===== src/logic/id_pkg.sv =====
/* types, opcode and function codes, and operation enums of the decode stage.
   imported by every decode module and by the testbench model */
`default_nettype none

package id_pkg;

    typedef logic [31:0] word_t;
    typedef logic [4:0]  reg_addr_t;
    typedef logic [31:0] inst_t;

    // operation subtype handed to execute
    typedef enum logic [4:0] {
        aluop_nop,
        aluop_or,
        aluop_and,
        aluop_xor,
        aluop_nor,
        aluop_sll,
        aluop_srl,
        aluop_sra,
        aluop_slt,
        aluop_sltu,
        aluop_add,
        aluop_addu,
        aluop_sub,
        aluop_subu,
        aluop_addi,
        aluop_addiu,
        aluop_movn,
        aluop_movz
    } aluop_t;

    // result class
    typedef enum logic [2:0] {
        alusel_nop,
        alusel_logic,
        alusel_shift,
        alusel_arith,
        alusel_move
    } alusel_t;

    // primary opcodes, bits 31:26
    localparam logic [5:0] op_special = 6'b000000;
    localparam logic [5:0] op_addi    = 6'b001000;
    localparam logic [5:0] op_addiu   = 6'b001001;
    localparam logic [5:0] op_slti    = 6'b001010;
    localparam logic [5:0] op_sltiu   = 6'b001011;
    localparam logic [5:0] op_andi    = 6'b001100;
    localparam logic [5:0] op_ori     = 6'b001101;
    localparam logic [5:0] op_xori    = 6'b001110;
    localparam logic [5:0] op_lui     = 6'b001111;

    // special group function codes, bits 5:0
    localparam logic [5:0] fn_sll  = 6'b000000;
    localparam logic [5:0] fn_srl  = 6'b000010;
    localparam logic [5:0] fn_sra  = 6'b000011;
    localparam logic [5:0] fn_sllv = 6'b000100;
    localparam logic [5:0] fn_srlv = 6'b000110;
    localparam logic [5:0] fn_srav = 6'b000111;
    localparam logic [5:0] fn_movz = 6'b001010;
    localparam logic [5:0] fn_movn = 6'b001011;
    localparam logic [5:0] fn_add  = 6'b100000;
    localparam logic [5:0] fn_addu = 6'b100001;
    localparam logic [5:0] fn_sub  = 6'b100010;
    localparam logic [5:0] fn_subu = 6'b100011;
    localparam logic [5:0] fn_and  = 6'b100100;
    localparam logic [5:0] fn_or   = 6'b100101;
    localparam logic [5:0] fn_xor  = 6'b100110;
    localparam logic [5:0] fn_nor  = 6'b100111;
    localparam logic [5:0] fn_slt  = 6'b101010;
    localparam logic [5:0] fn_sltu = 6'b101011;

    localparam word_t zero_word = 32'h0000_0000;

endpackage

`default_nettype wire


===== src/logic/id_stage.sv =====
/* instruction decode stage top level. register-file requests leave in the
   same cycle, execute-bound values one clock later */
`timescale 1ns/1ps
`default_nettype none

module id_stage import id_pkg::*; (
    input  wire             clk,
    input  wire             rst_i,
    input  wire inst_t      inst_i,
    // register file
    output logic            reg1_read_o,
    output logic            reg2_read_o,
    output reg_addr_t       reg1_addr_o,
    output reg_addr_t       reg2_addr_o,
    input  wire word_t      reg1_data_i,
    input  wire word_t      reg2_data_i,
    // forwarding sources
    input  wire             ex_wreg_i,
    input  wire reg_addr_t  ex_wd_i,
    input  wire word_t      ex_wdata_i,
    input  wire             mem_wreg_i,
    input  wire reg_addr_t  mem_wd_i,
    input  wire word_t      mem_wdata_i,
    // toward execute
    output aluop_t          aluop_o,
    output alusel_t         alusel_o,
    output word_t           reg1_o,
    output word_t           reg2_o,
    output reg_addr_t       wd_o,
    output logic            wreg_o
);

    word_t     dec_imm;
    aluop_t    dec_aluop;
    alusel_t   dec_alusel;
    reg_addr_t dec_wd;
    logic      dec_wreg;

    inst_decode u_decode (
        .inst_i      (inst_i),
        .reg1_read_o (reg1_read_o),
        .reg2_read_o (reg2_read_o),
        .reg1_addr_o (reg1_addr_o),
        .reg2_addr_o (reg2_addr_o),
        .imm_o       (dec_imm),
        .aluop_o     (dec_aluop),
        .alusel_o    (dec_alusel),
        .wd_o        (dec_wd),
        .wreg_o      (dec_wreg)
    );

    // read requests also steer operand selection
    operand_forward u_forward (
        .clk         (clk),
        .rst_i       (rst_i),
        .reg1_read_i (reg1_read_o),
        .reg2_read_i (reg2_read_o),
        .reg1_addr_i (reg1_addr_o),
        .reg2_addr_i (reg2_addr_o),
        .reg1_data_i (reg1_data_i),
        .reg2_data_i (reg2_data_i),
        .imm_i       (dec_imm),
        .aluop_i     (dec_aluop),
        .alusel_i    (dec_alusel),
        .wd_i        (dec_wd),
        .wreg_i      (dec_wreg),
        .ex_wreg_i   (ex_wreg_i),
        .mem_wreg_i  (mem_wreg_i),
        .ex_wd_i     (ex_wd_i),
        .mem_wd_i    (mem_wd_i),
        .ex_wdata_i  (ex_wdata_i),
        .mem_wdata_i (mem_wdata_i),
        .aluop_o     (aluop_o),
        .alusel_o    (alusel_o),
        .reg1_o      (reg1_o),
        .reg2_o      (reg2_o),
        .wd_o        (wd_o),
        .wreg_o      (wreg_o)
    );

endmodule

`default_nettype wire


===== src/logic/inst_decode.sv =====
/* combinational instruction decoder: register-file read requests, immediate,
   operation, result class, destination and base write enable */
`timescale 1ns/1ps
`default_nettype none

module inst_decode import id_pkg::*; (
    input  wire inst_t     inst_i,
    output logic           reg1_read_o,
    output logic           reg2_read_o,
    output reg_addr_t      reg1_addr_o,
    output reg_addr_t      reg2_addr_o,
    output word_t          imm_o,
    output aluop_t         aluop_o,
    output alusel_t        alusel_o,
    output reg_addr_t      wd_o,
    output logic           wreg_o
);

    logic [5:0] opcode;
    logic [5:0] funct;
    reg_addr_t  rs;
    reg_addr_t  rt;
    reg_addr_t  rd;
    word_t      imm_zext;
    word_t      imm_upper;
    word_t      imm_sext;
    word_t      imm_shamt;

    assign opcode = inst_i[31:26];
    assign funct  = inst_i[5:0];
    assign rs     = inst_i[25:21];
    assign rt     = inst_i[20:16];
    assign rd     = inst_i[15:11];

    // immediate forms
    assign imm_zext  = {16'h0000, inst_i[15:0]};
    assign imm_upper = {inst_i[15:0], 16'h0000};
    assign imm_sext  = {{16{inst_i[15]}}, inst_i[15:0]};
    assign imm_shamt = {27'd0, inst_i[10:6]};

    always_comb begin
        reg1_read_o = 1'b0;
        reg2_read_o = 1'b0;
        reg1_addr_o = rs;
        reg2_addr_o = rt;
        imm_o       = zero_word;
        aluop_o     = aluop_nop;
        alusel_o    = alusel_nop;
        wd_o        = rd;
        wreg_o      = 1'b0;

        case (opcode)
            op_ori: begin
                aluop_o  = aluop_or;
                alusel_o = alusel_logic;
                imm_o    = imm_zext;
            end
            op_andi: begin
                aluop_o  = aluop_and;
                alusel_o = alusel_logic;
                imm_o    = imm_zext;
            end
            op_xori: begin
                aluop_o  = aluop_xor;
                alusel_o = alusel_logic;
                imm_o    = imm_zext;
            end
            // rs is still read and or'ed with the upper-half immediate
            op_lui: begin
                aluop_o  = aluop_or;
                alusel_o = alusel_logic;
                imm_o    = imm_upper;
            end
            // sltiu sign-extends as well
            op_slti: begin
                aluop_o  = aluop_slt;
                alusel_o = alusel_arith;
                imm_o    = imm_sext;
            end
            op_sltiu: begin
                aluop_o  = aluop_sltu;
                alusel_o = alusel_arith;
                imm_o    = imm_sext;
            end
            op_addi: begin
                aluop_o  = aluop_addi;
                alusel_o = alusel_arith;
                imm_o    = imm_sext;
            end
            op_addiu: begin
                aluop_o  = aluop_addiu;
                alusel_o = alusel_arith;
                imm_o    = imm_sext;
            end
            op_special: begin
                case (funct)
                    fn_or:   begin aluop_o = aluop_or;   alusel_o = alusel_logic; end
                    fn_and:  begin aluop_o = aluop_and;  alusel_o = alusel_logic; end
                    fn_xor:  begin aluop_o = aluop_xor;  alusel_o = alusel_logic; end
                    fn_nor:  begin aluop_o = aluop_nor;  alusel_o = alusel_logic; end
                    fn_sll:  begin aluop_o = aluop_sll;  alusel_o = alusel_shift; end
                    fn_srl:  begin aluop_o = aluop_srl;  alusel_o = alusel_shift; end
                    fn_sra:  begin aluop_o = aluop_sra;  alusel_o = alusel_shift; end
                    fn_sllv: begin aluop_o = aluop_sll;  alusel_o = alusel_shift; end
                    fn_srlv: begin aluop_o = aluop_srl;  alusel_o = alusel_shift; end
                    fn_srav: begin aluop_o = aluop_sra;  alusel_o = alusel_shift; end
                    fn_slt:  begin aluop_o = aluop_slt;  alusel_o = alusel_arith; end
                    fn_sltu: begin aluop_o = aluop_sltu; alusel_o = alusel_arith; end
                    fn_add:  begin aluop_o = aluop_add;  alusel_o = alusel_arith; end
                    fn_addu: begin aluop_o = aluop_addu; alusel_o = alusel_arith; end
                    fn_sub:  begin aluop_o = aluop_sub;  alusel_o = alusel_arith; end
                    fn_subu: begin aluop_o = aluop_subu; alusel_o = alusel_arith; end
                    fn_movn: begin aluop_o = aluop_movn; alusel_o = alusel_move;  end
                    fn_movz: begin aluop_o = aluop_movz; alusel_o = alusel_move;  end
                    default: begin
                    end
                endcase
            end
            default: begin
            end
        endcase

        // known i-type reads rs and writes rt
        if (opcode != op_special && alusel_o != alusel_nop) begin
            reg1_read_o = 1'b1;
            wd_o        = rt;
            wreg_o      = 1'b1;
        end

        // known r-type reads both ports and writes rd
        if (opcode == op_special && alusel_o != alusel_nop) begin
            reg1_read_o = 1'b1;
            reg2_read_o = 1'b1;
            wreg_o      = 1'b1;
            // shift by shamt leaves port 1 to the immediate
            if (funct == fn_sll || funct == fn_srl || funct == fn_sra) begin
                reg1_read_o = 1'b0;
                imm_o       = imm_shamt;
            end
        end
    end

endmodule

`default_nettype wire


===== src/logic/operand_forward.sv =====
/* operand selection with execute and memory forwarding, conditional-move
   write gating, and the registered boundary toward execute */
`timescale 1ns/1ps
`default_nettype none

module operand_forward import id_pkg::*; (
    input  wire             clk,
    input  wire             rst_i,
    input  wire             reg1_read_i,
    input  wire             reg2_read_i,
    input  wire reg_addr_t  reg1_addr_i,
    input  wire reg_addr_t  reg2_addr_i,
    input  wire word_t      reg1_data_i,
    input  wire word_t      reg2_data_i,
    input  wire word_t      imm_i,
    input  wire aluop_t     aluop_i,
    input  wire alusel_t    alusel_i,
    input  wire reg_addr_t  wd_i,
    input  wire             wreg_i,
    input  wire             ex_wreg_i,
    input  wire             mem_wreg_i,
    input  wire reg_addr_t  ex_wd_i,
    input  wire reg_addr_t  mem_wd_i,
    input  wire word_t      ex_wdata_i,
    input  wire word_t      mem_wdata_i,
    output aluop_t          aluop_o,
    output alusel_t         alusel_o,
    output word_t           reg1_o,
    output word_t           reg2_o,
    output reg_addr_t       wd_o,
    output logic            wreg_o
);

    word_t opnd1;
    word_t opnd2;
    logic  wreg_gated;

    // execute beats memory beats register file; unread port takes imm
    function automatic word_t pick_operand(input logic rd_en, input reg_addr_t addr,
                                           input word_t rf_data);
        word_t result;
        if (rd_en && ex_wreg_i && ex_wd_i == addr) begin
            result = ex_wdata_i;
        end else if (rd_en && mem_wreg_i && mem_wd_i == addr) begin
            result = mem_wdata_i;
        end else if (rd_en) begin
            result = rf_data;
        end else begin
            result = imm_i;
        end
        return result;
    endfunction

    assign opnd1 = pick_operand(reg1_read_i, reg1_addr_i, reg1_data_i);
    assign opnd2 = pick_operand(reg2_read_i, reg2_addr_i, reg2_data_i);

    // conditional moves look at the forwarded rt value
    always_comb begin
        case (aluop_i)
            aluop_movn: wreg_gated = wreg_i && (opnd2 != zero_word);
            aluop_movz: wreg_gated = wreg_i && (opnd2 == zero_word);
            default:    wreg_gated = wreg_i;
        endcase
    end

    always_ff @(posedge clk) begin
        if (rst_i) begin
            aluop_o  <= aluop_nop;
            alusel_o <= alusel_nop;
            reg1_o   <= zero_word;
            reg2_o   <= zero_word;
            wd_o     <= '0;
            wreg_o   <= 1'b0;
        end else begin
            aluop_o  <= aluop_i;
            alusel_o <= alusel_i;
            reg1_o   <= opnd1;
            reg2_o   <= opnd2;
            wd_o     <= wd_i;
            wreg_o   <= wreg_gated;
        end
    end

endmodule

`default_nettype wire


===== config.mk =====
export PLATFORM = sky130hd
export DESIGN_NAME = id_stage
export DESIGN_NICKNAME = d
export VERILOG_FILES = /design/src/logic/id_pkg.sv /design/src/logic/id_stage.sv /design/src/logic/inst_decode.sv /design/src/logic/operand_forward.sv
export SDC_FILE = /design/constraint.sdc
export NUM_CORES = 1
export LEC_CHECK = 0
export BUFFER_PORTS_ARGS = -buffer_cell sky130_fd_sc_hd__buf_2
export CORE_UTILIZATION = 44
export DETAILED_ROUTE_END_ITERATION = 12
export PLACE_DENSITY_LB_ADDON = 0.3
export SYNTH_ARGS = -nofsm -noshare
export SYNTH_HDL_FRONTEND = slang
export SYNTH_SLANG_ARGS = --single-unit

===== constraint.sdc =====
create_clock -name clk -period 4.26 [get_ports clk]
set_clock_uncertainty 0.1 [all_clocks]
set_input_delay 0.426 -clock clk [delete_from_list [all_inputs] [get_ports clk]]
set_output_delay 0.426 -clock clk [all_outputs]
set_load 0.01 [all_outputs]

==> metrics.yaml <==
status: "finished clean"
start_util: 0.460
hold_viol: 0
synth-simple-area-share: 0.198
layout.nets: 966
drive_gt1_frac: 0.380
routed-wl-met2_mm: 8.86
place_congestion: 0.933
synth_edf_count: 0
dieHeight_um: 104
syn_area_per_cell_um2: 8.04
crit_required_ns: 4.42
synth_xor_area_frac: 0.0386
slowest_delay_ns: 0.60
clkPwrFrac: 0.322
slew_viol_final: 0
yosysWarnings: 0
drt_pre_antenna_iters: 5
cts_setup_buffers: 0
clk_pin_slew_ns: 0.08
multi_input_area_um2: 2650
cp-start-kind: "input port"
hp-class: "input port to register"
synth_compound_area_frac: 0.266
cts_max_path_buffers: 2
p_int_mw: 1.09
die_w_um: 104
synth-main-ff-cell: "dfxtp_1"
htree_levels: 3
syn_to_final_growth_pct: 31.8
timing.setup.tns_ns: 0
power_switching_uw: 461
p_leak_nw: 2.80
synthAdderAreaFrac: 0
worst_setup_path_end_kind: "register"
diodes: 0
cts_tree: "yes"
period_share: 0.796
arrival_ns: 3.55
place_ws_ns: 0.588
syn_inst: 564
met1_length_mm: 7.08
cts-resized-gates: 0
clock_sinks: 78
viasPerCell: 5.90
utilization: 0.606
io_buffers: 263
crit_fanout: 43
crit_slowest_cell: "or4_1"
setup_violations: 0
gr-total-overflow: 0
dpl.hpwl_mm: 14.1
cts_buffers: 9
track_usage: 0.331
fin_crit_ns: 3.39
design_area_um2: 5980
coreArea_um2: 9860
clock-root-buffer: "clkbuf_8"
ant_nets: 0
synth.distinct_cells: 58
regArea_um2: 1560
switching_share: 0.297
async_flop_share: 0
wl_met3_mm: 1.62
routed_wl_mm: 18.1
synth_area_um2: 4540
grt_setup_unrepaired: "false"
place_area_um2: 5820
seqPwrFrac: 0.481
grt_pass1_wl_mm: 27.9
routedWlPerCell_um: 19.5
route.detailed.drc: 0
io_pins: 264
power_density_nw_per_um2: 260
muxShareOfSynthArea: 0.0797
grt_max_degree: 65
maxSlewHeadroom: 0.264
synth.net_count: 738
cap_violations: 0
path_class: "input port to register"
die_area_um2: 10700
hold_buffers: 0
vias: 5476
grt_pass1_vias: 5249
path_cells: "buf_2, or4_4, nor4_4, nand2_2, clkinv_2, nand2_2, o22ai_1, o2111ai_1, or4_1, nor3_2, nor3b_2"
peakVddDrop_mv: 0.180
ys_seq_area_frac: 0.344
cpMostUsedCell: "nand2_2"
setup_ws_ns: 0.870
min_delay_path_depth: 3
pwr-share-comb: 0.196
rows: 36
drtIter0Drc: 498
worst_pin_slew_ns: 1.10
top_layer: "met4"
power_mw: 1.55
synth_top_family_by_area: "compound AO/OA/AOI/OAI gates"
ys_seq_elements: 78
antenna_found_initial: 0
fillers: 916
fmax_mhz: 295
==> metrics by stage <==
stage / instances / hold slack (ns)
after floorplan: 564 / 0.462
after global placement: 914 / 0.619
after detailed placement: 914 / 0.624
after CTS: 928 / 0.243
after global routing: 928 / 0.254
final: 928 / 0.246
==> worst paths after layout <==
| kind | end | from |
|---|---|---|
| hold / removal | u_forward.wd_o[4]$_SDFF_PP0_ | inst_i[20] |
| setup / recovery | u_forward.wreg_o$_SDFF_PP0_ | inst_i[27] |
==> placed cells by master, fill, tap and decap left out, types with 3 or more instances in the layout <==
cell,count
a211oi_1,35
a22oi_1,23
o31a_1,7
nand3_1,17
a2bb2oi_1,5
buf_4,10
nand4_1,8
nor3_1,11
and2_1,3
nor2_1,94
nand2_1,27
a21boi_0,5
o211ai_1,10
a221oi_1,10
inv_1,11
o21a_1,3
o22ai_1,7
nor3b_1,3
clkbuf_8,10
mux2i_1,35
xor2_1,12
a21o_1,5
a31oi_1,4
buf_2,263
clkinv_2,3
nor4_1,4
dfxtp_1,78
o21ai_0,22
a21oi_1,25
xnor2_1,8
==> kinds of logic after synthesis <==
| group | Yosys count |
|---|---|
| buffers and inverters | 68 |
| multiplexers | 36 |
| AO/OA/AOI/OAI | 173 |
| XOR/XNOR | 20 |
| AND/OR/NAND/NOR | 189 |
| flip-flops | 78 |
==> critical path: cells and delay by family <==
kind	cells	cell delay (ns)
compound gates	2	0.44
buf+inv	2	0.58
simple gates	7	2.08
==> Yosys cell counts (all sizes together) (2+ instances only) <==
cell     count  share of area
dfxtp       78           0.34
and3         2         0.0028
o31a         7          0.014
clkbuf      36          0.030
a21o         5         0.0083
nor2        95          0.079
or4          4         0.0083
a22oi       23          0.038
o22a         2         0.0039
a21oi       25          0.028
inv         11         0.0091
and2         3         0.0041
nand4        8          0.011
nand3       18          0.020
a221oi      10          0.019
xor2        12          0.023
nor3b        4         0.0077
nor4         6          0.013
mux2i       35          0.077
o21ai       23          0.025
a311oi       2         0.0039
nand2       29          0.025
xnor2        8          0.015
a31oi        4         0.0055
o211ai      10          0.017
nor3        12          0.014
nand2b       2         0.0028
a2bb2oi      5         0.0097
a211oi      35          0.058
o21a         3         0.0050
o22ai        7         0.0097
o2111ai      2         0.0039
a21boi       5         0.0083
buf         20          0.033
==> power groups by stage <==
stage	sequential [mW]	combinational, mW	clock, mW
after floorplan	0.772	0.135	0
after global placement	0.764	0.295	0
after detailed placement	0.764	0.300	0
after CTS	0.747	0.301	0.503
after global routing	0.749	0.329	0.535
final	0.747	0.305	0.500
==> layer usage <==
layer  vias up  global-route usage
met5         -                   0
li1       2513                   -
met2       347               0.571
met4         0               0.119
met1      2563               0.404
met3        53              0.0717
==> registers in the layout, indices dropped and copies added, names as in the netlist <==
register	flops
u_forward.wreg_o	1
u_forward.wd_o	5
u_forward.reg2_o	32
u_forward.aluop_o	5
u_forward.alusel_o	3
u_forward.reg1_o	32
==> layout make-up <==
cell class / count / share of cell area
tap: 133 / 0.0278
clock inverter: 4 / 0.00418
timing repair buffer: 273 / 0.233
clock buffer: 10 / 0.0230
sequential: 78 / 0.261
multi-input combinational: 418 / 0.443
inverter: 12 / 0.00774
Power figures use the tool's default switching activity.
